===== config.mk =====
export PLATFORM = sky130hd
export DESIGN_NAME = ads1115_reader
export DESIGN_NICKNAME = d
export VERILOG_FILES = /design/src/ads1115_pkg.sv /design/src/ads1115_reader.sv /design/src/sda_receiver.sv /design/src/sda_transmitter.sv /design/src/frame_sequencer.sv
export SDC_FILE = /design/constraint.sdc
export NUM_CORES = 1
export LEC_CHECK = 0
export BUFFER_PORTS_ARGS = -buffer_cell sky130_fd_sc_hd__buf_4
export CAP_MARGIN = 30
export CORE_MARGIN = 3
export CORE_UTILIZATION = 40
export CTS_BUF_LIST = sky130_fd_sc_hd__clkbuf_4
export DETAILED_ROUTE_END_ITERATION = 8
export PLACE_DENSITY = 0.64
export SLEW_MARGIN = 5
export SYNTH_ARGS = -nofsm -noshare
export SYNTH_HDL_FRONTEND = slang
export SYNTH_HIERARCHICAL = 1
export SYNTH_SLANG_ARGS = --single-unit

===== constraint.sdc =====
create_clock -name i2c_sclk_local_200khz -period 9.9 [get_ports i2c_sclk_local_200khz]
set_input_delay 0.495 -clock i2c_sclk_local_200khz [delete_from_list [all_inputs] [get_ports i2c_sclk_local_200khz]]
set_output_delay 0.495 -clock i2c_sclk_local_200khz [all_outputs]
set_load 0.01 [all_outputs]

===== src/ads1115_pkg.sv =====
package ads1115_pkg;

    // --------------------
    // Bus addressing
    // --------------------
    localparam logic [6:0] DEV_ADDR   = 7'h48;
    localparam logic [7:0] ADDR_WR    = {DEV_ADDR, 1'b0};
    localparam logic [7:0] ADDR_RD    = {DEV_ADDR, 1'b1};
    localparam logic [7:0] PTR_CONV   = 8'h00;
    localparam logic [7:0] PTR_CONFIG = 8'h01;

    // Eight bits plus ACK, two slots each
    localparam int unsigned SLOTS_PER_BYTE = 18;
    localparam int unsigned CONFIG_SLOTS   = 4 * SLOTS_PER_BYTE;
    localparam int unsigned POINTER_SLOTS  = 2 * SLOTS_PER_BYTE;
    localparam int unsigned READ_SLOTS     = 3 * SLOTS_PER_BYTE;
    localparam int unsigned EDGE_STEPS     = 3;

    // Waits in cycles of the 200 kHz tick
    localparam int unsigned CONV_WAIT_CYCLES = 1800;
    localparam int unsigned READ_GAP_CYCLES  = 2000;

    // --------------------
    // Sequencer types
    // --------------------
    typedef enum logic [1:0] {
        FR_CONFIG,
        FR_POINTER,
        FR_READ
    } frame_e;

    typedef enum logic [2:0] {
        PH_IDLE,
        PH_START,
        PH_DATA,
        PH_STOP,
        PH_WAIT
    } phase_e;

    typedef logic [6:0] slot_t;

    typedef struct packed {
        frame_e     frame;
        phase_e     phase;
        logic [1:0] step;
        slot_t      slot;
        logic       last_slot;
    } bus_slot_t;

    // --------------------
    // ADS1115 config word
    // --------------------
    typedef struct packed {
        logic       os;
        logic [2:0] mux;
        logic [2:0] pga;
        logic       mode;
        logic [2:0] dr;
        logic       comp_mode;
        logic       comp_pol;
        logic       comp_lat;
        logic [1:0] comp_que;
    } config_fields_t;

    typedef struct packed {
        logic [7:0] msb;
        logic [7:0] lsb;
    } config_bytes_t;

    typedef union packed {
        config_fields_t fields;
        config_bytes_t  bytes;
    } config_reg_u;

    // AIN0 vs GND, 2.048 V range, single shot, 128 SPS, comparator off
    localparam config_fields_t ADC_CONFIG_FIELDS = '{
        os: 1'b1, mux: 3'b100, pga: 3'b010, mode: 1'b1, dr: 3'b100,
        comp_mode: 1'b0, comp_pol: 1'b0, comp_lat: 1'b0, comp_que: 2'b11
    };
    localparam config_reg_u ADC_CONFIG = config_reg_u'(ADC_CONFIG_FIELDS);

endpackage

===== src/ads1115_reader.sv =====
`timescale 1ns/1ps

module ads1115_reader (
    input  logic        i2c_sclk_local_200khz,
    input  logic        reset_n,
    input  logic        sda_in,
    output logic        scl,
    output logic        sda_out,
    output logic        sda_oe,
    output logic [15:0] lux_value,
    output logic        lux_valid
);

    // Current frame, phase and slot shared by both SDA halves
    ads1115_pkg::bus_slot_t bus;

    frame_sequencer u_sequencer (
        .i2c_sclk_local_200khz (i2c_sclk_local_200khz),
        .reset_n               (reset_n),
        .bus                   (bus),
        .scl                   (scl)
    );

    // Master side of SDA
    sda_transmitter u_transmitter (
        .i2c_sclk_local_200khz (i2c_sclk_local_200khz),
        .reset_n               (reset_n),
        .bus                   (bus),
        .sda_out               (sda_out),
        .sda_oe                (sda_oe)
    );

    // Slave data capture
    sda_receiver u_receiver (
        .i2c_sclk_local_200khz (i2c_sclk_local_200khz),
        .reset_n               (reset_n),
        .bus                   (bus),
        .sda_in                (sda_in),
        .lux_value             (lux_value),
        .lux_valid             (lux_valid)
    );

endmodule


===== src/sda_receiver.sv =====
`timescale 1ns/1ps

module sda_receiver (
    input  logic                   i2c_sclk_local_200khz,
    input  logic                   reset_n,
    input  ads1115_pkg::bus_slot_t bus,
    input  logic                   sda_in,
    output logic [15:0]            lux_value,
    output logic                   lux_valid
);

    logic [1:0]  byte_idx;
    logic [4:0]  bit_offs;
    logic        in_read;
    logic        sample_en;
    logic [15:0] shift_q;

    assign in_read  = bus.phase == ads1115_pkg::PH_DATA && bus.frame == ads1115_pkg::FR_READ;
    assign byte_idx = 2'(bus.slot / ads1115_pkg::SLOTS_PER_BYTE);
    assign bit_offs = 5'(bus.slot % ads1115_pkg::SLOTS_PER_BYTE);

    // SCL-high slots of the two data bytes, ACK slots skipped
    assign sample_en = in_read && byte_idx != 2'd0 && bit_offs < 5'd16 && bus.slot[0];

    // --------------------
    // Data capture
    // --------------------
    always_ff @(posedge i2c_sclk_local_200khz) begin
        if (sample_en) begin
            shift_q <= {shift_q[14:0], sda_in};
        end
    end

    // Publish once the NACK slot ends
    always_ff @(posedge i2c_sclk_local_200khz) begin
        if (!reset_n) begin
            lux_value <= '0;
            lux_valid <= 1'b0;
        end else begin
            lux_valid <= in_read && bus.last_slot;
            if (in_read && bus.last_slot) begin
                lux_value <= shift_q;
            end
        end
    end

    a_valid_single: assert property (@(posedge i2c_sclk_local_200khz) disable iff (!reset_n)
        lux_valid |=> !lux_valid);

endmodule


===== src/sda_transmitter.sv =====
`timescale 1ns/1ps

module sda_transmitter (
    input  logic                   i2c_sclk_local_200khz,
    input  logic                   reset_n,
    input  ads1115_pkg::bus_slot_t bus,
    output logic                   sda_out,
    output logic                   sda_oe
);

    logic [1:0] byte_idx;
    logic [4:0] bit_offs;
    logic       ack_slot;
    logic [7:0] tx_byte;
    logic       sda_level;

    // Byte number and position within the byte
    assign byte_idx = 2'(bus.slot / ads1115_pkg::SLOTS_PER_BYTE);
    assign bit_offs = 5'(bus.slot % ads1115_pkg::SLOTS_PER_BYTE);
    assign ack_slot = bit_offs[4:1] == 4'd8;

    // Byte sent by the master in each frame
    always_comb begin
        case (bus.frame)
            ads1115_pkg::FR_CONFIG: begin
                case (byte_idx)
                    2'd0:    tx_byte = ads1115_pkg::ADDR_WR;
                    2'd1:    tx_byte = ads1115_pkg::PTR_CONFIG;
                    2'd2:    tx_byte = ads1115_pkg::ADC_CONFIG.bytes.msb;
                    default: tx_byte = ads1115_pkg::ADC_CONFIG.bytes.lsb;
                endcase
            end
            ads1115_pkg::FR_POINTER: begin
                tx_byte = (byte_idx == 2'd0) ? ads1115_pkg::ADDR_WR : ads1115_pkg::PTR_CONV;
            end
            default: tx_byte = ads1115_pkg::ADDR_RD;
        endcase
    end

    always_comb begin
        sda_oe  = 1'b0;
        sda_out = 1'b1;
        case (bus.phase)
            // High first, then low under high SCL
            ads1115_pkg::PH_START: begin
                sda_oe  = 1'b1;
                sda_out = bus.step == 2'd0;
            end
            ads1115_pkg::PH_STOP: begin
                sda_oe  = 1'b1;
                sda_out = bus.step == 2'(ads1115_pkg::EDGE_STEPS - 1);
            end
            ads1115_pkg::PH_DATA: begin
                if (bus.frame != ads1115_pkg::FR_READ || byte_idx == 2'd0) begin
                    // MSB first, inverted index gives 7 - bit
                    sda_oe  = !ack_slot;
                    sda_out = tx_byte[~bit_offs[3:1]];
                end else if (ack_slot) begin
                    // ACK after first data byte, NACK after the last
                    sda_oe  = 1'b1;
                    sda_out = byte_idx == 2'd2;
                end
            end
            default: ;
        endcase
    end

    // Line as seen on the wire with a pull-up
    assign sda_level = sda_oe ? sda_out : 1'b1;

    a_sda_stable_scl_high: assert property (
        @(posedge i2c_sclk_local_200khz) disable iff (!reset_n)
        (bus.phase == ads1115_pkg::PH_DATA && bus.slot[0]) |-> sda_level == $past(sda_level));

endmodule


===== src/frame_sequencer.sv =====
`timescale 1ns/1ps

module frame_sequencer (
    input  logic                   i2c_sclk_local_200khz,
    input  logic                   reset_n,
    output ads1115_pkg::bus_slot_t bus,
    output logic                   scl
);

    localparam logic [1:0] STEP_LAST = 2'(ads1115_pkg::EDGE_STEPS - 1);

    ads1115_pkg::bus_slot_t bus_nxt;
    ads1115_pkg::slot_t     frame_len;
    logic [10:0]            wait_len;
    logic [10:0]            wait_cnt;
    logic [10:0]            wait_cnt_nxt;

    // Data slots per frame kind
    function automatic ads1115_pkg::slot_t len_of(input ads1115_pkg::frame_e fr);
        case (fr)
            ads1115_pkg::FR_CONFIG:  return ads1115_pkg::slot_t'(ads1115_pkg::CONFIG_SLOTS);
            ads1115_pkg::FR_POINTER: return ads1115_pkg::slot_t'(ads1115_pkg::POINTER_SLOTS);
            default:                 return ads1115_pkg::slot_t'(ads1115_pkg::READ_SLOTS);
        endcase
    endfunction

    // SCL level for a given bus position
    function automatic logic scl_of(input ads1115_pkg::bus_slot_t b);
        case (b.phase)
            ads1115_pkg::PH_START: return b.step != STEP_LAST;
            ads1115_pkg::PH_DATA:  return b.slot[0];
            ads1115_pkg::PH_STOP:  return b.step != 2'd0;
            ads1115_pkg::PH_WAIT:  return 1'b0;
            default:               return 1'b1;
        endcase
    endfunction

    assign frame_len = len_of(bus.frame);

    // Conversion wait after config, read gap after every read
    assign wait_len = (bus.frame == ads1115_pkg::FR_CONFIG) ?
                      11'(ads1115_pkg::CONV_WAIT_CYCLES) :
                      11'(ads1115_pkg::READ_GAP_CYCLES);

    // --------------------
    // Next state
    // --------------------
    always_comb begin
        bus_nxt           = bus;
        bus_nxt.last_slot = 1'b0;
        wait_cnt_nxt      = '0;
        case (bus.phase)
            ads1115_pkg::PH_IDLE: begin
                bus_nxt.frame = ads1115_pkg::FR_CONFIG;
                bus_nxt.phase = ads1115_pkg::PH_START;
                bus_nxt.step  = '0;
                bus_nxt.slot  = '0;
            end
            ads1115_pkg::PH_START: begin
                if (bus.step == STEP_LAST) begin
                    bus_nxt.phase = ads1115_pkg::PH_DATA;
                    bus_nxt.slot  = '0;
                end else begin
                    bus_nxt.step = bus.step + 2'd1;
                end
            end
            ads1115_pkg::PH_DATA: begin
                if (bus.last_slot) begin
                    bus_nxt.phase = ads1115_pkg::PH_STOP;
                    bus_nxt.step  = '0;
                end else begin
                    bus_nxt.slot      = bus.slot + 7'd1;
                    bus_nxt.last_slot = (bus.slot + 7'd2) == frame_len;
                end
            end
            ads1115_pkg::PH_STOP: begin
                if (bus.step != STEP_LAST) begin
                    bus_nxt.step = bus.step + 2'd1;
                end else if (bus.frame == ads1115_pkg::FR_POINTER) begin
                    // Pointer write runs straight into the first read
                    bus_nxt.frame = ads1115_pkg::FR_READ;
                    bus_nxt.phase = ads1115_pkg::PH_START;
                    bus_nxt.step  = '0;
                    bus_nxt.slot  = '0;
                end else begin
                    bus_nxt.phase = ads1115_pkg::PH_WAIT;
                end
            end
            ads1115_pkg::PH_WAIT: begin
                if (wait_cnt == wait_len - 11'd1) begin
                    bus_nxt.frame = (bus.frame == ads1115_pkg::FR_CONFIG) ?
                                    ads1115_pkg::FR_POINTER : ads1115_pkg::FR_READ;
                    bus_nxt.phase = ads1115_pkg::PH_START;
                    bus_nxt.step  = '0;
                    bus_nxt.slot  = '0;
                end else begin
                    wait_cnt_nxt = wait_cnt + 11'd1;
                end
            end
            default: bus_nxt.phase = ads1115_pkg::PH_IDLE;
        endcase
    end

    // SCL is registered from the next position so it lines up with bus
    always_ff @(posedge i2c_sclk_local_200khz) begin
        if (!reset_n) begin
            bus <= '{frame: ads1115_pkg::FR_CONFIG, phase: ads1115_pkg::PH_IDLE,
                     step: 2'd0, slot: 7'd0, last_slot: 1'b0};
            wait_cnt <= '0;
            scl      <= 1'b1;
        end else begin
            bus      <= bus_nxt;
            wait_cnt <= wait_cnt_nxt;
            scl      <= scl_of(bus_nxt);
        end
    end

    // --------------------
    // Checks
    // --------------------
    a_slot_in_frame: assert property (@(posedge i2c_sclk_local_200khz) disable iff (!reset_n)
        bus.phase == ads1115_pkg::PH_DATA |-> bus.slot < frame_len);

    // Flag marks exactly the final data slot of the frame
    a_last_in_data: assert property (@(posedge i2c_sclk_local_200khz) disable iff (!reset_n)
        bus.last_slot == (bus.phase == ads1115_pkg::PH_DATA && bus.slot == frame_len - 7'd1));

endmodule


; Word level (Yosys, flattened, before mapping)
; Index checks and enable logic that the tools add are counted.
[op_classes]
n_addsub = 5
div_mod_pow = 2
order_cmp = 2
eq_ne = 24
n_mux = 30
bitwise = 4
n_reduce_logical = 20
[ops]
columns = op, n
row1 = case mux 9 bit (5 select lines), 1
row2 = divider 7 x 5 -> 32 bit (second input constant), 1
row3 = remainder unit 7 x 5 -> 32 bit (second input constant), 1
row4 = 2-to-1 mux 8 bit, 3
row5 = case mux 8 bit (3 select lines), 1
row6 = case mux 8 bit (2 select lines), 1
row7 = case mux 3 bit (5 select lines), 1
row8 = 2-to-1 mux 14 bit, 1
row9 = 2-to-1 mux 7 bit, 2
row10 = case mux 7 bit (2 select lines), 1
row11 = equality test 3 x 2 -> 1 bit (second input constant), 4
row12 = adder 11 x 1 -> 11 bit (second input constant), 1
row13 = equality test 11 bit, 1
row14 = subtractor 11 x 1 -> 11 bit (second input constant), 1
row15 = 2-to-1 mux 5 bit, 2
row16 = inequality test 2 bit (second input constant), 5
row17 = 2-to-1 mux 9 bit, 1
row18 = 2-to-1 mux 2 bit, 4
row19 = adder 7 x 1 -> 7 bit (second input constant), 1
row20 = adder 7 x 2 -> 7 bit (second input constant), 1
row21 = equality test 7 bit, 1
row22 = equality test 2 bit (second input constant), 3
row23 = equality test 3 x 1 -> 1 bit (second input constant), 2
row24 = equality test 3 bit (second input constant), 2
row25 = other kinds (27), 45
[totals]
register_bits = 60
output_inout_bits = 20
elab_cells = 98

; Logic depth before layout (Yosys ltp)
[depth]
ltp_word = 8
mapped_depth = 13
depth_no_buf = 12

; By module
; Netlist, hierarchy kept.
[by_module_without_submodules]
columns = mod, n_inst, cells_each, area_each_um2
row1 = frame_sequencer, 1, 192, 1557.7
row2 = sda_receiver, 1, 118, 1461.4
row3 = sda_transmitter, 1, 117, 795.8

; Worst setup path after synthesis
; Ideal clock, no wire load.
[synth_timing]
path_type = reg2out
startpoint = register, netlist name u_sequencer/bus[5]
endpoint = output sda_oe
t_arrival_ps = 3038
t_required_ps = 9405
slack_ps = 6367
stages_incl_launch_ff = 14
n_path_buf = 1
path_cell_list = dfxtp_1 -> buf_6 -> or3_4 -> ha_1 -> nor2b_1 -> a21oi_1 -> o21ai_1 -> and3_1 -> ha_1 -> inv_1 -> a21oi_1 -> a32o_1 -> a2111o_1 -> nand3_1
[synth_via]
elab_chain_cells = 5
[synth_lines]
columns = element, line_no
row1 = remainder unit 7 x 5 -> 32 bit or divider 7 x 5 -> 32 bit (tied branches), "sda_transmitter.sv:19, sda_transmitter.sv:18"
row2 = equality test 4 bit or zero test 2 bit (tied branches), "sda_transmitter.sv:20, sda_transmitter.sv:54"
row3 = 2-to-1 mux 1 bit (tied with other cells), sda_transmitter.sv:58  ; end else if (ack_slot) begin
row4 = 2-to-1 mux 1 bit *, sda_transmitter.sv:54  ; if (bus.frame != ads1115_pkg::FR_READ || byte_idx == 2'd0) begin
row5 = case mux 1 bit (2 select lines) *, sda_transmitter.sv:43  ; case (bus.phase)
row6 = "end, declared", ads1115_reader.sv:9  ; output logic sda_oe,
; Mark *: on every way between the ends. The rest lies on a longest branch, timed or not.

; Worst setup path in the final report
[layout_timing]
startpoint = register, netlist name u_sequencer/bus[4]
endpoint = output sda_out
[layout_via]
elab_chain_cells = 8
[layout_lines]
columns = element, line_no
row1 = divider 7 x 5 -> 32 bit, sda_transmitter.sv:18  ; assign byte_idx = 2'(bus.slot / ads1115_pkg::SLOTS_PER_BYTE);
row2 = equality test 2 bit (tied with other cells), "sda_transmitter.sv:26, sda_transmitter.sv:61"
row3 = case mux 8 bit (3 select lines) or 2-to-1 mux 8 bit (tied branches), "sda_transmitter.sv:26, sda_transmitter.sv:34"
row4 = case mux 8 bit (2 select lines), sda_transmitter.sv:24  ; case (bus.frame)
row5 = binary-select mux 1 bit (select 3 bit), sda_transmitter.sv:57  ; sda_out = tx_byte[~bit_offs[3:1]];
row6 = 2-to-1 mux 1 bit (implied by the code), sda_transmitter.sv:57
row7 = 2-to-1 mux 1 bit *, sda_transmitter.sv:54
row8 = case mux 1 bit (3 select lines) *, sda_transmitter.sv:43
row9 = "end, declared", ads1115_reader.sv:8  ; output logic sda_out,
; Mark *: on every way between the ends. The rest lies on a longest branch, timed or not. The select of a mux whose other input is x is not followed.

==> metrics <==
Core Region=0.00924 mm2; diodes inserted=0; crit end category=primary output; RSZ-0062 raised after global routing=no; Max FO, Critical Path=35; DRC=0; first-pass GRT wire length=13,900 um; Max Slew Vio Count=0; CP required=9410 ps; global-route layer with the greatest usage=met2; clock root buffer=clkbuf_4; GRT met2 Usage=0.254; Crit Path Category=flip-flop to primary output; TritonCTS buffer count=9; syn_area_per_cell=8.93 um2; RR Endpoint=u_receiver/shift_q[0]; P_sw=106 uW; Final WS setup=5390 ps; share of cells above drive strength 1=0.150; cts hold-fix bufs=0; number of synthesized flops with an enable pin=16; Port Buffers=22; Power, Total=between 400 and 500 uW; LEAKAGE=1.58 nW; Worst-path clk slew=100 ps; Synth area leader=dfxtp_1; Worst Path Arrival=4020 ps; # nets final=approximately 460; Worst R2R Start=u_sequencer/bus[5]; DR vias=3,190; DP Cell Count=560; M3 GR Usage=0.0268; worst hold endpoint=u_receiver/shift_q[0]; power share of the combinational group=0.046; P per Cell Area=100 mW/mm2; Clock power frac=0.345; GR Util All Layers=0.151; P_int=312 uW; Synth Warn #=6; drt total wl=approximately 8000 um; dpl ws=5860 ps; final setup vio count=0; Die Wd=104 um; Netlist cell types=79; num rows=35; cell area after layout=0.00416 mm2; met1 Use GR=0.201; register area share after synthesis=0.357; Seq cells post-synth=60; largest net degree at the start of global routing=36; Die Ht=104 um; placed cell area=a little over 0.004 mm2; top post-synthesis cells by area=dfxtp_1 23%, edfxtp_1 13%, mux2i_1 5.2%; Routed wire per std cell=13.8 um; Final Non-Filler Cells=about 580; most frequent cells in the layout=44 x dfxtp_1, 38 x nor2_1, 26 x buf_4, 26 x nand2_1, 25 x nor2b_1; Worst Reg2Reg Path Length in Cells=9; vias in the first global route=2,972; hold depth=1; io pins=23; CTS tree=done; Skew-Pair Late Insertion Delay=390 ps; Fmax=222 MHz; most common cell after layout, fill and taps aside=dfxtp_1; setup bufs post-CTS=0; Synth Flop Type=dfxtp_1; routed vias/inst=~5.5; Reg power frac=0.608; slew at the pin closest to its max-slew limit=906 ps; antenna viol nets, final=0; R2R Setup Slk=6430 ps; Pre-Repair DR Iteration Count=5; Post-DP HPWL=roughly 5400 um; initial core utilization=0.413; setup tns final=0 ps; post-synth top area share=0.231; ys async rst share=0; Worst setup SP type=flip-flop; initial antenna violation count=0; status=completed; Syn Inst Count=427; Min-Delay Path Class=input pin to flip-flop; Worst VDD drop=76.4 uV; global route overflow=0; die area=approximately 0.011 mm2; DR iter-0 viols=235; max-capacitance violation count=0; routability congestion estimate=approximately 0.84; Worst Hold Launch=sda_in; Final min period=4510 ps; switching share of power=0.254; CTS Buffer Depth=2; synthesized cell area=0.00381 mm2; CTS Sinks=60; Slew headroom=0.396; final hold vios=0; post-route clock period utilization=0.456; number of gates resized after CTS=0; htree depth=3; Syn Nets=440; clock skew=16.3 ps; Area Growth Syn to Fin=9.08%
metal layers:
metal	vias up	part of all wire
li1	1611	-
met2	57	0.48
met3	10	0.033
met4	0	0.0084
met1	1512	0.48
met5	-	0
worst max path at each step:
stage	startpoint	end	slack (ps)	cells after the start
final	u_sequencer/bus[4]	sda_out	5390	14
after global routing	u_sequencer/bus[4]	sda_out	5050	14
after CTS	u_sequencer/bus[4]	sda_out	5400	14
after detailed placement	u_sequencer/bus[4]	sda_out	5860	14
after global placement	u_sequencer/bus[4]	sda_out	5950	14
after floorplan	u_sequencer/bus[5]	sda_oe	6370	13
synth_stat cells (4+ instances only):
cell       instances
dfxtp_1           44
nor2_1            38
nand2_1           26
nor2b_1           25
mux2i_1           20
a21oi_1           16
edfxtp_1          16
nand3_1           16
o21ai_0           16
inv_1             15
buf_2             10
ha_1              10
nand2b_1          10
and3_1             9
xor2_1             8
a211oi_1           7
a31oi_1            7
clkbuf_1           7
o21ai_1            7
xnor2_1            7
nor3b_1            6
nor3_1             5
o2111ai_1          5
or3_1              5
a211o_1            4
a21oi_2            4
and2_1             4
buf_6              4
nand4_1            4
power by group through the flow:
stage	logic (mW)	registers, mW	clock network, mW
after global placement	0.0188	0.260	0
after floorplan	0.0144	0.258	0
after detailed placement	0.0194	0.260	0
final	0.0194	0.254	0.144
after global routing	0.0218	0.255	0.163
after CTS	0.0195	0.254	0.152
area by class of cell:
cell class	count	area, um2
Sequential cell	60	1360
Clock buffer	9	67.6
Clock inverter	7	51.3
Multi-Input combinational cell	327	2250
Timing Repair Buffer	26	195
Fill cell	912	5080
Inverter	18	70.1
Tap cell	129	161
per-stage QoR:
step / util / hold slack, ps
after floorplan: - / 426
after global placement: 0.438 / 429
after detailed placement: 0.438 / 436
after CTS: 0.450 / 258
after global routing: 0.450 / 256
final: 0.450 / 291
state kept, by name, summed over array words and instances (netlist names):
register	cells
u_receiver/lux_value	16
u_receiver/shift_q	16
u_sequencer/bus	15
u_sequencer/wait_cnt	11
u_receiver/lux_valid	1
u_sequencer/scl	1
worst max-delay path, stage by stage (launching register included):
cell      delay [ps]
dfxtp_1          310
buf_4            230
or3_4            440
ha_1             330
nor2b_1          280
a21oi_1          120
o21ai_1          380
and3_1           300
ha_1             250
inv_1             80
o21ai_0           80
a32o_1           270
a221oi_1         320
o31ai_2           80
buf_4            160
kinds of logic after synthesis:
family	count (synthesis)	synth area share
AND/OR/NAND/NOR	172	0.255
AO/OA/AOI/OAI	109	0.214
flip-flops	60	0.357
buffers and inverters	40	0.0521
multiplexers	20	0.0525
XOR/XNOR	15	0.0344
adder cells (fa/ha/maj)	11	0.0354
No activity file was read; power rests on OpenSTA's default activity.
